**config.mk**
```make
export PLATFORM = sky130hd
export DESIGN_NAME = arithmeticEncoder
export DESIGN_NICKNAME = d
export VERILOG_FILES = /design/src/design/codecPkg.sv /design/src/design/arithmeticEncoder.sv /design/src/design/bitPacker.sv /design/src/design/encoderControl.sv /design/src/design/intervalDivider.sv /design/src/design/symbolModel.sv
export SDC_FILE = /design/constraint.sdc
export NUM_CORES = 2
export LEC_CHECK = 0
export CAP_MARGIN = 40
export CORE_MARGIN = 1
export CORE_UTILIZATION = 40
export DETAILED_ROUTE_END_ITERATION = 6
export DONT_BUFFER_PORTS = 1
export PLACE_DENSITY = 0.6
export SYNTH_ARGS = -nofsm -noshare
export SYNTH_HDL_FRONTEND = slang
export SYNTH_SLANG_ARGS = --single-unit
```
**constraint.sdc**
```tcl
create_clock -name clk -period 17.75 [get_ports clk]
set_clock_uncertainty 0.15 [all_clocks]
set_input_delay 1.775 -clock clk [delete_from_list [all_inputs] [get_ports clk]]
set_output_delay 1.775 -clock clk [all_outputs]
set_load 0.01 [all_outputs]
```
**src/design/codecPkg.sv**
```systemverilog
// codec package: probability model constants, symbol and frequency types, encoder FSM states
package codecPkg;

    localparam int numSymbols = 257;        // 256 byte values plus end of message
    localparam int eofSymbol = 256;
    localparam int symbolWidth = $clog2(numSymbols);
    localparam int heavySymbol = 97;        // the one highly probable symbol
    localparam int heavyFreqEnd = 130912;
    localparam int totalFreq = 131071;
    localparam int freqWidth = 17;

    typedef logic [symbolWidth-1:0] symbol_t;
    typedef logic [freqWidth-1:0] freq_t;

    typedef enum logic [3:0] {
        stIdle = 4'd0,
        stMultiply = 4'd1,      // both products of width and cumulative frequency
        stDivHigh = 4'd2,       // new interval end
        stDivLow = 4'd3,        // new interval start
        stRescale = 4'd4,
        stPending = 4'd5,       // complement bits left over from middle expansions
        stRequest = 4'd6,
        stRelease = 4'd7,
        stFinalBit = 4'd8,
        stFlush = 4'd9,
        stDrain = 4'd10         // last word still held by the packer
    } encState_t;

endpackage
```
**src/design/arithmeticEncoder.sv**
```systemverilog
// arithmetic encoder top level: control FSM, symbol model, divider and bit packer
module arithmeticEncoder #(
    parameter int precision = 20
) (
    input logic clk,
    input logic rstn,
    input logic start,
    input codecPkg::symbol_t symbolIn,
    input logic symbolProvided,
    input logic readAck,
    output logic idle,
    output logic symbolRequested,
    output logic resultReady,
    output logic [31:0] out,
    output logic [2:0] validBytes
);
    import codecPkg::*;

    symbol_t symbol;
    freq_t freqBegin;
    freq_t freqEnd;
    logic divStart;
    logic [2*precision-3:0] dividend;
    logic divDone;
    logic [precision-1:0] quotient;
    logic bitValid;
    logic bitValue;
    logic flush;
    logic bitReady;

    encoderControl #(.precision(precision)) control (
        .clk(clk), .rstn(rstn), .start(start), .symbolIn(symbolIn),
        .symbolProvided(symbolProvided), .freqBegin(freqBegin), .freqEnd(freqEnd),
        .divDone(divDone), .quotient(quotient), .bitReady(bitReady), .symbol(symbol),
        .divStart(divStart), .dividend(dividend), .symbolRequested(symbolRequested),
        .bitValid(bitValid), .bitValue(bitValue), .flush(flush), .idle(idle)
    );

    symbolModel model (.symbol(symbol), .freqBegin(freqBegin), .freqEnd(freqEnd));

    intervalDivider #(.precision(precision)) divider (
        .clk(clk), .rstn(rstn), .divStart(divStart), .dividend(dividend),
        .divDone(divDone), .quotient(quotient)
    );

    bitPacker packer (
        .clk(clk), .rstn(rstn), .bitValid(bitValid), .bitValue(bitValue), .flush(flush),
        .readAck(readAck), .bitReady(bitReady), .resultReady(resultReady), .out(out),
        .validBytes(validBytes)
    );

endmodule

```
**src/design/bitPacker.sv**
```systemverilog
// bit packer: emitted bits into 32-bit words, valid byte count and read acknowledge
module bitPacker (
    input logic clk,
    input logic rstn,
    input logic bitValid,
    input logic bitValue,
    input logic flush,
    input logic readAck,
    output logic bitReady,
    output logic resultReady,
    output logic [31:0] out,
    output logic [2:0] validBytes
);

    logic [4:0] bitCount;               // next free bit position, LSB first
    logic waitRelease;                  // acknowledge seen, waiting for it to drop
    logic [5:0] roundedCount;

    assign bitReady = !resultReady && !waitRelease;
    assign roundedCount = {1'b0, bitCount} + 6'd7;

    always_ff @(posedge clk) begin
        if (!rstn) begin
            out <= '0;
            bitCount <= '0;
            resultReady <= 1'b0;
            waitRelease <= 1'b0;
            validBytes <= '0;
        end else if (resultReady) begin
            if (readAck) begin
                resultReady <= 1'b0;
                waitRelease <= 1'b1;
                out <= '0;
                bitCount <= '0;
            end
        end else if (waitRelease) begin
            if (!readAck) waitRelease <= 1'b0;
        end else if (bitValid) begin
            out[bitCount] <= bitValue;
            bitCount <= bitCount + 5'd1;
            if (bitCount == 5'd31) begin
                resultReady <= 1'b1;    // full word
                validBytes <= 3'd4;
            end
        end else if (flush && bitCount != 0) begin
            resultReady <= 1'b1;        // partial word, bytes rounded up
            validBytes <= roundedCount[5:3];
        end
    end

endmodule

```
**src/design/encoderControl.sv**
```systemverilog
// encoder FSM: interval narrowing, rescaling, pending bits, symbol requests and final flush
module encoderControl #(
    parameter int precision = 20
) (
    input logic clk,
    input logic rstn,
    input logic start,
    input codecPkg::symbol_t symbolIn,
    input logic symbolProvided,
    input codecPkg::freq_t freqBegin,
    input codecPkg::freq_t freqEnd,
    input logic divDone,
    input logic [precision-1:0] quotient,
    input logic bitReady,
    output codecPkg::symbol_t symbol,
    output logic divStart,
    output logic [2*precision-3:0] dividend,
    output logic symbolRequested,
    output logic bitValid,
    output logic bitValue,
    output logic flush,
    output logic idle
);
    import codecPkg::*;

    localparam int productWidth = 2*precision - 2;
    localparam logic [precision-1:0] whole = 1 << (precision - 1);
    localparam logic [precision-1:0] half = 1 << (precision - 2);
    localparam logic [precision-1:0] quarter = 1 << (precision - 3);
    localparam logic [precision-1:0] threeQuarters = 3 * quarter;

    encState_t state;
    logic [precision-1:0] a;            // interval low
    logic [precision-1:0] b;            // interval high
    logic [precision-1:0] w;            // interval width for the current symbol
    logic [6:0] s;                      // pending bits from middle expansions
    logic [productWidth-1:0] lowProduct;
    logic pendingValue;
    logic finalPhase;                   // EOF tail is being emitted
    logic lowerHalf;
    logic upperHalf;
    logic middle;
    logic finalOne;

    assign lowerHalf = b < half;
    assign upperHalf = a > half;
    assign middle = (a > quarter) && (b < threeQuarters);
    assign finalOne = a > quarter;
    assign idle = state == stIdle;

    always_comb begin
        bitValid = 1'b0;
        bitValue = 1'b0;
        flush = 1'b0;
        case (state)
            stRescale: begin
                bitValid = lowerHalf || upperHalf;
                bitValue = !lowerHalf;
            end
            stPending: begin
                bitValid = 1'b1;
                bitValue = pendingValue;
            end
            stFinalBit: begin
                bitValid = 1'b1;
                bitValue = finalOne;
            end
            stFlush: flush = 1'b1;
            default: ;
        endcase
    end

    always_ff @(posedge clk) begin
        if (!rstn) begin
            state <= stIdle;
            divStart <= 1'b0;
            symbolRequested <= 1'b0;
            s <= '0;
            finalPhase <= 1'b0;
        end else begin
            divStart <= 1'b0;
            case (state)
                stIdle: begin
                    a <= '0;
                    b <= whole;
                    w <= whole;
                    s <= '0;
                    finalPhase <= 1'b0;
                    if (start) begin
                        symbol <= symbolIn;
                        state <= stMultiply;
                    end
                end
                stMultiply: begin
                    dividend <= productWidth'(w) * productWidth'(freqEnd);
                    lowProduct <= productWidth'(w) * productWidth'(freqBegin);
                    divStart <= 1'b1;
                    state <= stDivHigh;
                end
                stDivHigh: if (divDone) begin
                    b <= a + quotient;          // old a, start is updated next
                    dividend <= lowProduct;
                    divStart <= 1'b1;
                    state <= stDivLow;
                end
                stDivLow: if (divDone) begin
                    a <= a + quotient;
                    state <= stRescale;
                end
                stRescale: begin
                    if (lowerHalf || upperHalf) begin
                        if (bitReady) begin
                            pendingValue <= lowerHalf;  // pending bits are the complement
                            if (lowerHalf) begin
                                a <= a << 1;
                                b <= b << 1;
                            end else begin
                                a <= (a - half) << 1;
                                b <= (b - half) << 1;
                            end
                            if (s != 0) state <= stPending;
                        end
                    end else if (middle) begin
                        a <= (a - quarter) << 1;
                        b <= (b - quarter) << 1;
                        s <= s + 7'd1;
                    end else if (symbol == symbol_t'(eofSymbol)) begin
                        s <= s + 7'd1;
                        state <= stFinalBit;
                    end else begin
                        symbolRequested <= 1'b1;
                        state <= stRequest;
                    end
                end
                stPending: if (bitReady) begin
                    s <= s - 7'd1;
                    if (s == 7'd1) state <= finalPhase ? stFlush : stRescale;
                end
                stRequest: if (symbolProvided) begin
                    symbol <= symbolIn;
                    symbolRequested <= 1'b0;
                    state <= stRelease;
                end
                stRelease: if (!symbolProvided) begin
                    w <= b - a;
                    state <= stMultiply;
                end
                stFinalBit: if (bitReady) begin
                    pendingValue <= !finalOne;
                    finalPhase <= 1'b1;
                    state <= stPending;
                end
                stFlush: if (bitReady) state <= stDrain;
                stDrain: if (bitReady) state <= stIdle;   // host has read the last word
                default: state <= stIdle;
            endcase
        end
    end

endmodule

```
**src/design/intervalDivider.sv**
```systemverilog
// restoring shift-subtract divider: scaled product divided by the total frequency count
module intervalDivider #(
    parameter int precision = 20
) (
    input logic clk,
    input logic rstn,
    input logic divStart,
    input logic [2*precision-3:0] dividend,
    output logic divDone,
    output logic [precision-1:0] quotient
);
    import codecPkg::*;

    localparam int steps = 2*precision - 2;    // one quotient bit per dividend bit
    localparam int countWidth = $clog2(steps + 1);
    localparam int trialWidth = freqWidth + 1;
    localparam logic [trialWidth-1:0] divisor = trialWidth'(totalFreq);

    logic [countWidth-1:0] count;
    logic [steps-1:0] work;             // dividend bits leave at the top, quotient bits enter below
    logic [freqWidth-1:0] remainder;
    logic [trialWidth-1:0] trial;
    logic fits;

    assign trial = {remainder, work[steps-1]};
    assign fits = trial >= divisor;
    assign quotient = work[precision-1:0];     // upper quotient bits are always zero

    always_ff @(posedge clk) begin
        if (!rstn) begin
            count <= '0;
            divDone <= 1'b0;
        end else begin
            divDone <= 1'b0;
            if (divStart) begin
                count <= countWidth'(steps);
            end else if (count != 0) begin
                count <= count - 1'b1;
                divDone <= (count == 1);     // last step, quotient complete
            end
        end
    end

    always_ff @(posedge clk) begin
        if (divStart) begin
            work <= dividend;
            remainder <= '0;
        end else if (count != 0) begin
            work <= {work[steps-2:0], fits};
            remainder <= fits ? freqWidth'(trial - divisor) : trial[freqWidth-1:0];
        end
    end

endmodule

```
**src/design/symbolModel.sv**
```systemverilog
// fixed probability model: cumulative frequency range of one symbol
module symbolModel (
    input codecPkg::symbol_t symbol,
    output codecPkg::freq_t freqBegin,
    output codecPkg::freq_t freqEnd
);
    import codecPkg::*;

    // symbols above the heavy one sit behind its wide range
    localparam freq_t rareOffset = freq_t'(heavyFreqEnd - heavySymbol - 1);

    logic isRare;
    logic isHeavy;
    freq_t offset;

    assign isRare = symbol > symbol_t'(heavySymbol);
    assign isHeavy = symbol == symbol_t'(heavySymbol);
    assign offset = isRare ? rareOffset : '0;

    assign freqBegin = freq_t'(symbol) + offset;
    assign freqEnd = isHeavy ? freq_t'(heavyFreqEnd) : freqBegin + freq_t'(1);

endmodule

```
==> impl_results.html <==
<table>
<tr><th>Metric</th><th>Value</th></tr>
<tr><th colspan="2">GRT</th></tr>
<tr><td>GR Overflow Total</td><td>0</td></tr>
<tr><td>Vias in the first global route</td><td>between 20,000 and 30,000</td></tr>
<tr><td>Tot GR Track Use</td><td>0.210</td></tr>
<tr><td>Pin count of the biggest net entering global routing</td><td>81</td></tr>
<tr><td>Wire length of the first global-routing pass</td><td>149,000 microns</td></tr>
<tr><td>Number of antenna violations at the first check in global routing</td><td>12</td></tr>
<tr><th colspan="2">Synth</th></tr>
<tr><td>Synth async-reset ratio</td><td>0</td></tr>
<tr><td>Primary flip-flop cell chosen by synthesis mapping</td><td>sky130_fd_sc_hd__edfxtp_1</td></tr>
<tr><td>Gate Count Post-Synth</td><td>3,863</td></tr>
<tr><td>Warnings from Yosys</td><td>0</td></tr>
<tr><td>Post-Synthesis Net Count</td><td>between 4,000 and 5,000</td></tr>
<tr><td>Post-synthesis cell type count</td><td>85</td></tr>
<tr><td>Share of the yosys chip area belonging to registers</td><td>0.199</td></tr>
<tr><td>Post-Syn Area</td><td>roughly 35,000 sq um</td></tr>
<tr><td>Cell type contributing the most total cell area after synthesis</td><td>sky130_fd_sc_hd__fa_1</td></tr>
<tr><td>Main area contributors after synthesis</td><td>sky130_fd_sc_hd__fa_1 31%, sky130_fd_sc_hd__edfxtp_1 15%, sky130_fd_sc_hd__ha_1 10%</td></tr>
<tr><td>Portion of synthesized cell area occupied by the leading cell type</td><td>0.305</td></tr>
<tr><td>Number of synthesized register bits</td><td>around 260</td></tr>
<tr><td>Top post-synthesis cells by count</td><td>750 x sky130_fd_sc_hd__inv_1, 621 x sky130_fd_sc_hd__nand2_1, 541 x sky130_fd_sc_hd__fa_1</td></tr>
<tr><td>Post-synth EDFFs</td><td>182</td></tr>
<tr><td>Synth Area per Inst</td><td>between 9 and 10 sq um</td></tr>
<tr><td>Library cell with the highest instance count after synthesis</td><td>sky130_fd_sc_hd__inv_1</td></tr>
<tr><th colspan="2">Finish</th></tr>
<tr><td>Final std cell area, no fill</td><td>38,000 sq um</td></tr>
<tr><td>Syn-to-layout area delta</td><td>7.07%</td></tr>
<tr><td>Fill cells</td><td>between 8,000 and 9,000</td></tr>
<tr><td>NumNets Final</td><td>between 4,000 and 5,000</td></tr>
<tr><td>Share of cells above drive strength 1</td><td>0.0516</td></tr>
<tr><th colspan="2">Detailed routing</th></tr>
<tr><td>Pre-antenna DRT Iters</td><td>5</td></tr>
<tr><td>Final routed DRC violation total</td><td>0</td></tr>
<tr><td>Vias/cell</td><td>about 5.2</td></tr>
<tr><td>Wire length per cell</td><td>around 18 microns</td></tr>
<tr><td>Antenna violation net count after detailed routing</td><td>0</td></tr>
<tr><td>Total wirelength of the detailed-routed design</td><td>around 91,000 microns</td></tr>
<tr><td>Via count</td><td>roughly 26,000</td></tr>
<tr><td>Number of violations reported at the end of detailed-routing iteration 0</td><td>approximately 1,900</td></tr>
<tr><th colspan="2">Critical path</th></tr>
<tr><td>Data arrival time at the worst-slack endpoint</td><td>11.31 ns</td></tr>
<tr><td>Critical Path End Type</td><td>flop</td></tr>
<tr><td>CP Buf/Inv Count</td><td>9</td></tr>
<tr><td>Endpoint of the worst register-to-register path</td><td>control.dividend[34]</td></tr>
<tr><td>Slack of the worst reg-to-reg path</td><td>6.55 ns</td></tr>
<tr><td>Class of the most critical setup path</td><td>flop to flop</td></tr>
<tr><td>Delay of the slowest cell on the worst path</td><td>0.68 ns</td></tr>
<tr><td>Family of cells with the greatest summed delay on the critical path</td><td>adder cells</td></tr>
<tr><td>Worst setup SP type</td><td>flop</td></tr>
<tr><td>Worst path required time</td><td>between 15 and 20 ns</td></tr>
<tr><td>Reg-to-reg startpoint</td><td>control.symbol[4]</td></tr>
<tr><td>Cell count of the worst reg-to-reg path</td><td>37</td></tr>
<tr><td>Critical Path Fanout Max</td><td>60</td></tr>
<tr><td>Slowest stage cell on the critical path</td><td>sky130_fd_sc_hd__o21ai_1</td></tr>
<tr><th colspan="2">Clocking</th></tr>
<tr><td>Clock latency on the worst-skew pair</td><td>0.55 ns</td></tr>
<tr><td>CTS tree</td><td>yes</td></tr>
<tr><td>Post-CTS Repair Setup Buffers</td><td>0</td></tr>
<tr><td>CTS hold repair buffers</td><td>0</td></tr>
<tr><td>CTS Root Buffer Type</td><td>sky130_fd_sc_hd__clkbuf_16</td></tr>
<tr><td>Number of buffers inserted during clock tree synthesis</td><td>34</td></tr>
<tr><td>Clk buf depth</td><td>3</td></tr>
<tr><td>CTS H-Tree Depth</td><td>2</td></tr>
<tr><td>Clock edge transition at the registers on the reported setup and hold paths</td><td>roughly 0.06 ns</td></tr>
<tr><td>Post-cts repair resize count</td><td>0</td></tr>
<tr><td>CTS sink cnt</td><td>between 200 and 300</td></tr>
<tr><th colspan="2">STA</th></tr>
<tr><td>Worst Hold Margin</td><td>0.339 ns</td></tr>
<tr><td>Post-route setup slack</td><td>roughly 6.5 ns</td></tr>
<tr><td>Final clock period utilization by the worst path</td><td>0.631</td></tr>
<tr><td>RSZ-0062 raised after global routing</td><td>false</td></tr>
<tr><td>Min Clock Period, post-route</td><td>roughly 11 ns</td></tr>
<tr><td>Worst Max-Slew Pin Slew</td><td>0.936 ns</td></tr>
<tr><td>Headroom to the max-slew limit</td><td>0.376</td></tr>
<tr><td>Post-route setup TNS</td><td>0 ns</td></tr>
<tr><td>Fin. Hold Viols</td><td>0</td></tr>
<tr><td>Final slew viol count</td><td>0</td></tr>
<tr><td>Setup-violating endpoint count in the final report</td><td>0</td></tr>
<tr><td>Peak clock frequency supported by timing</td><td>89.3 MHz</td></tr>
<tr><th colspan="2">Min path</th></tr>
<tr><td>Hold/Removal Path Class</td><td>flop to flop</td></tr>
<tr><td>Number of cells traversed by the worst hold path</td><td>2</td></tr>
<tr><td>Launch point of the worst hold path</td><td>divider.remainder[16]</td></tr>
<tr><td>Worst hold endpoint</td><td>divider.remainder[16]</td></tr>
<tr><th colspan="2">Flow run</th></tr>
<tr><td>Max-cap violations</td><td>0</td></tr>
<tr><th colspan="2">Outcome</th></tr>
<tr><td>Result of the run</td><td>complete, no violations</td></tr>
<tr><th colspan="2">Placement</th></tr>
<tr><td>Gpl congestion</td><td>0.868</td></tr>
<tr><td>IO Port Bufs</td><td>0</td></tr>
<tr><td>Area of placed instances</td><td>approximately 37,000 sq um</td></tr>
<tr><td>HPWL after detailed placement</td><td>approximately 68,000 microns</td></tr>
<tr><td>Post-Place Setup Slack</td><td>between 6 and 7 ns</td></tr>
<tr><th colspan="2">Floorplanning</th></tr>
<tr><td>Area of the core</td><td>between 80,000 and 90,000 sq um</td></tr>
<tr><td>Num ports</td><td>52</td></tr>
<tr><td>Initial core utilization</td><td>0.406</td></tr>
<tr><td>Die height</td><td>roughly 300 microns</td></tr>
<tr><td>Die Footprint</td><td>roughly 90,000 sq um</td></tr>
<tr><td>Standard-cell row count</td><td>108</td></tr>
<tr><td>Die X-Extent</td><td>about 300 microns</td></tr>
</table>
==> per-layer routing <==
layer	up-vias	global-route usage	wire (microns)
met4	4	0.0530	2050
met3	131	0.0317	5870
met1	12900	0.292	41200
met5	-	0	29
met2	672	0.343	41800
li1	12000	-	-
==> metrics by stage <==
step	utilization	instances
CTS	0.435	4953
floorplan	-	3863
detailed placement	0.422	4891
global route	0.435	4953
finish	0.435	4959
global placement	0.420	4881
==> flip-flops by register name, indices dropped and copies added, names as in the netlist, 4 cells and up <==
register and count:
control.lowProduct 37, control.a 20, control.w 20, control.state 4
control.s 7, divider.remainder 17, divider.count 6, control.symbol 9
packer.out 32, control.b 20, packer.bitCount 5, control.dividend 37
divider.work 38
==> worst max path at each step <==
stage | start | endpoint | slack, ns | cells past startpoint
2_1_floorplan | control.symbol[4] | control.dividend[34] | 8.21 | 37
3_3_place_gp | control.symbol[4] | control.dividend[34] | 6.60 | 34
3_5_place_dp | control.symbol[4] | control.dividend[34] | 6.60 | 37
4_1_cts | control.symbol[4] | control.dividend[34] | 6.58 | 37
5_1_grt | control.symbol[4] | control.dividend[34] | 5.88 | 37
6_report | control.symbol[4] | control.dividend[34] | 6.55 | 37
==> worst register-to-register path, delay by kind of cell (launching register included) <==
kind            cells  cell delay (ns)
buf+inv             9             1.39
fa+ha+maj           9             3.76
flops               1             0.42
xor+xnor            1             0.14
compound gates     12             3.44
simple gates        6             1.60
==> cells in the final DEF, fill, tap and decap left out, types with 79 or more instances in the layout <==
master / count
sky130_fd_sc_hd__fa_1: 541
sky130_fd_sc_hd__inv_1: 750
sky130_fd_sc_hd__xnor2_1: 79
sky130_fd_sc_hd__edfxtp_1: 182
sky130_fd_sc_hd__and2_1: 143
sky130_fd_sc_hd__nor2_1: 122
sky130_fd_sc_hd__dfxtp_1: 79
sky130_fd_sc_hd__nand2_1: 621
sky130_fd_sc_hd__o21ai_0: 101
sky130_fd_sc_hd__ha_1: 284
sky130_fd_sc_hd__a21oi_1: 125
==> cells by family after synthesis <==
group | count (synthesis) | synth area share
xor+xnor | 125 | 0.0309
fa+ha+maj | 825 | 0.406
mux | 77 | 0.0231
buf+inv | 942 | 0.102
compound gates | 473 | 0.0874
flops | 262 | 0.199
simple gates | 1159 | 0.152
==> final cells by class <==
| class | count | area, sq um | area share |
|---|---|---|---|
| Multi-Input combinational cell | 2659 | 24900 | 0.656 |
| Sequential cell | 262 | 7070 | 0.186 |
| Inverter | 750 | 2820 | 0.0742 |
| Tap cell | 1155 | 1450 | 0.0381 |
| Clock buffer | 45 | 913 | 0.0241 |
| Timing Repair Buffer | 65 | 611 | 0.0161 |
| Clock inverter | 17 | 191 | 0.00504 |
| Antenna cell | 6 | 15.0 | 0.000396 |
Power is not shown: default switching activity piles up to over one toggle a cycle in this logic, so the estimate is an artifact.
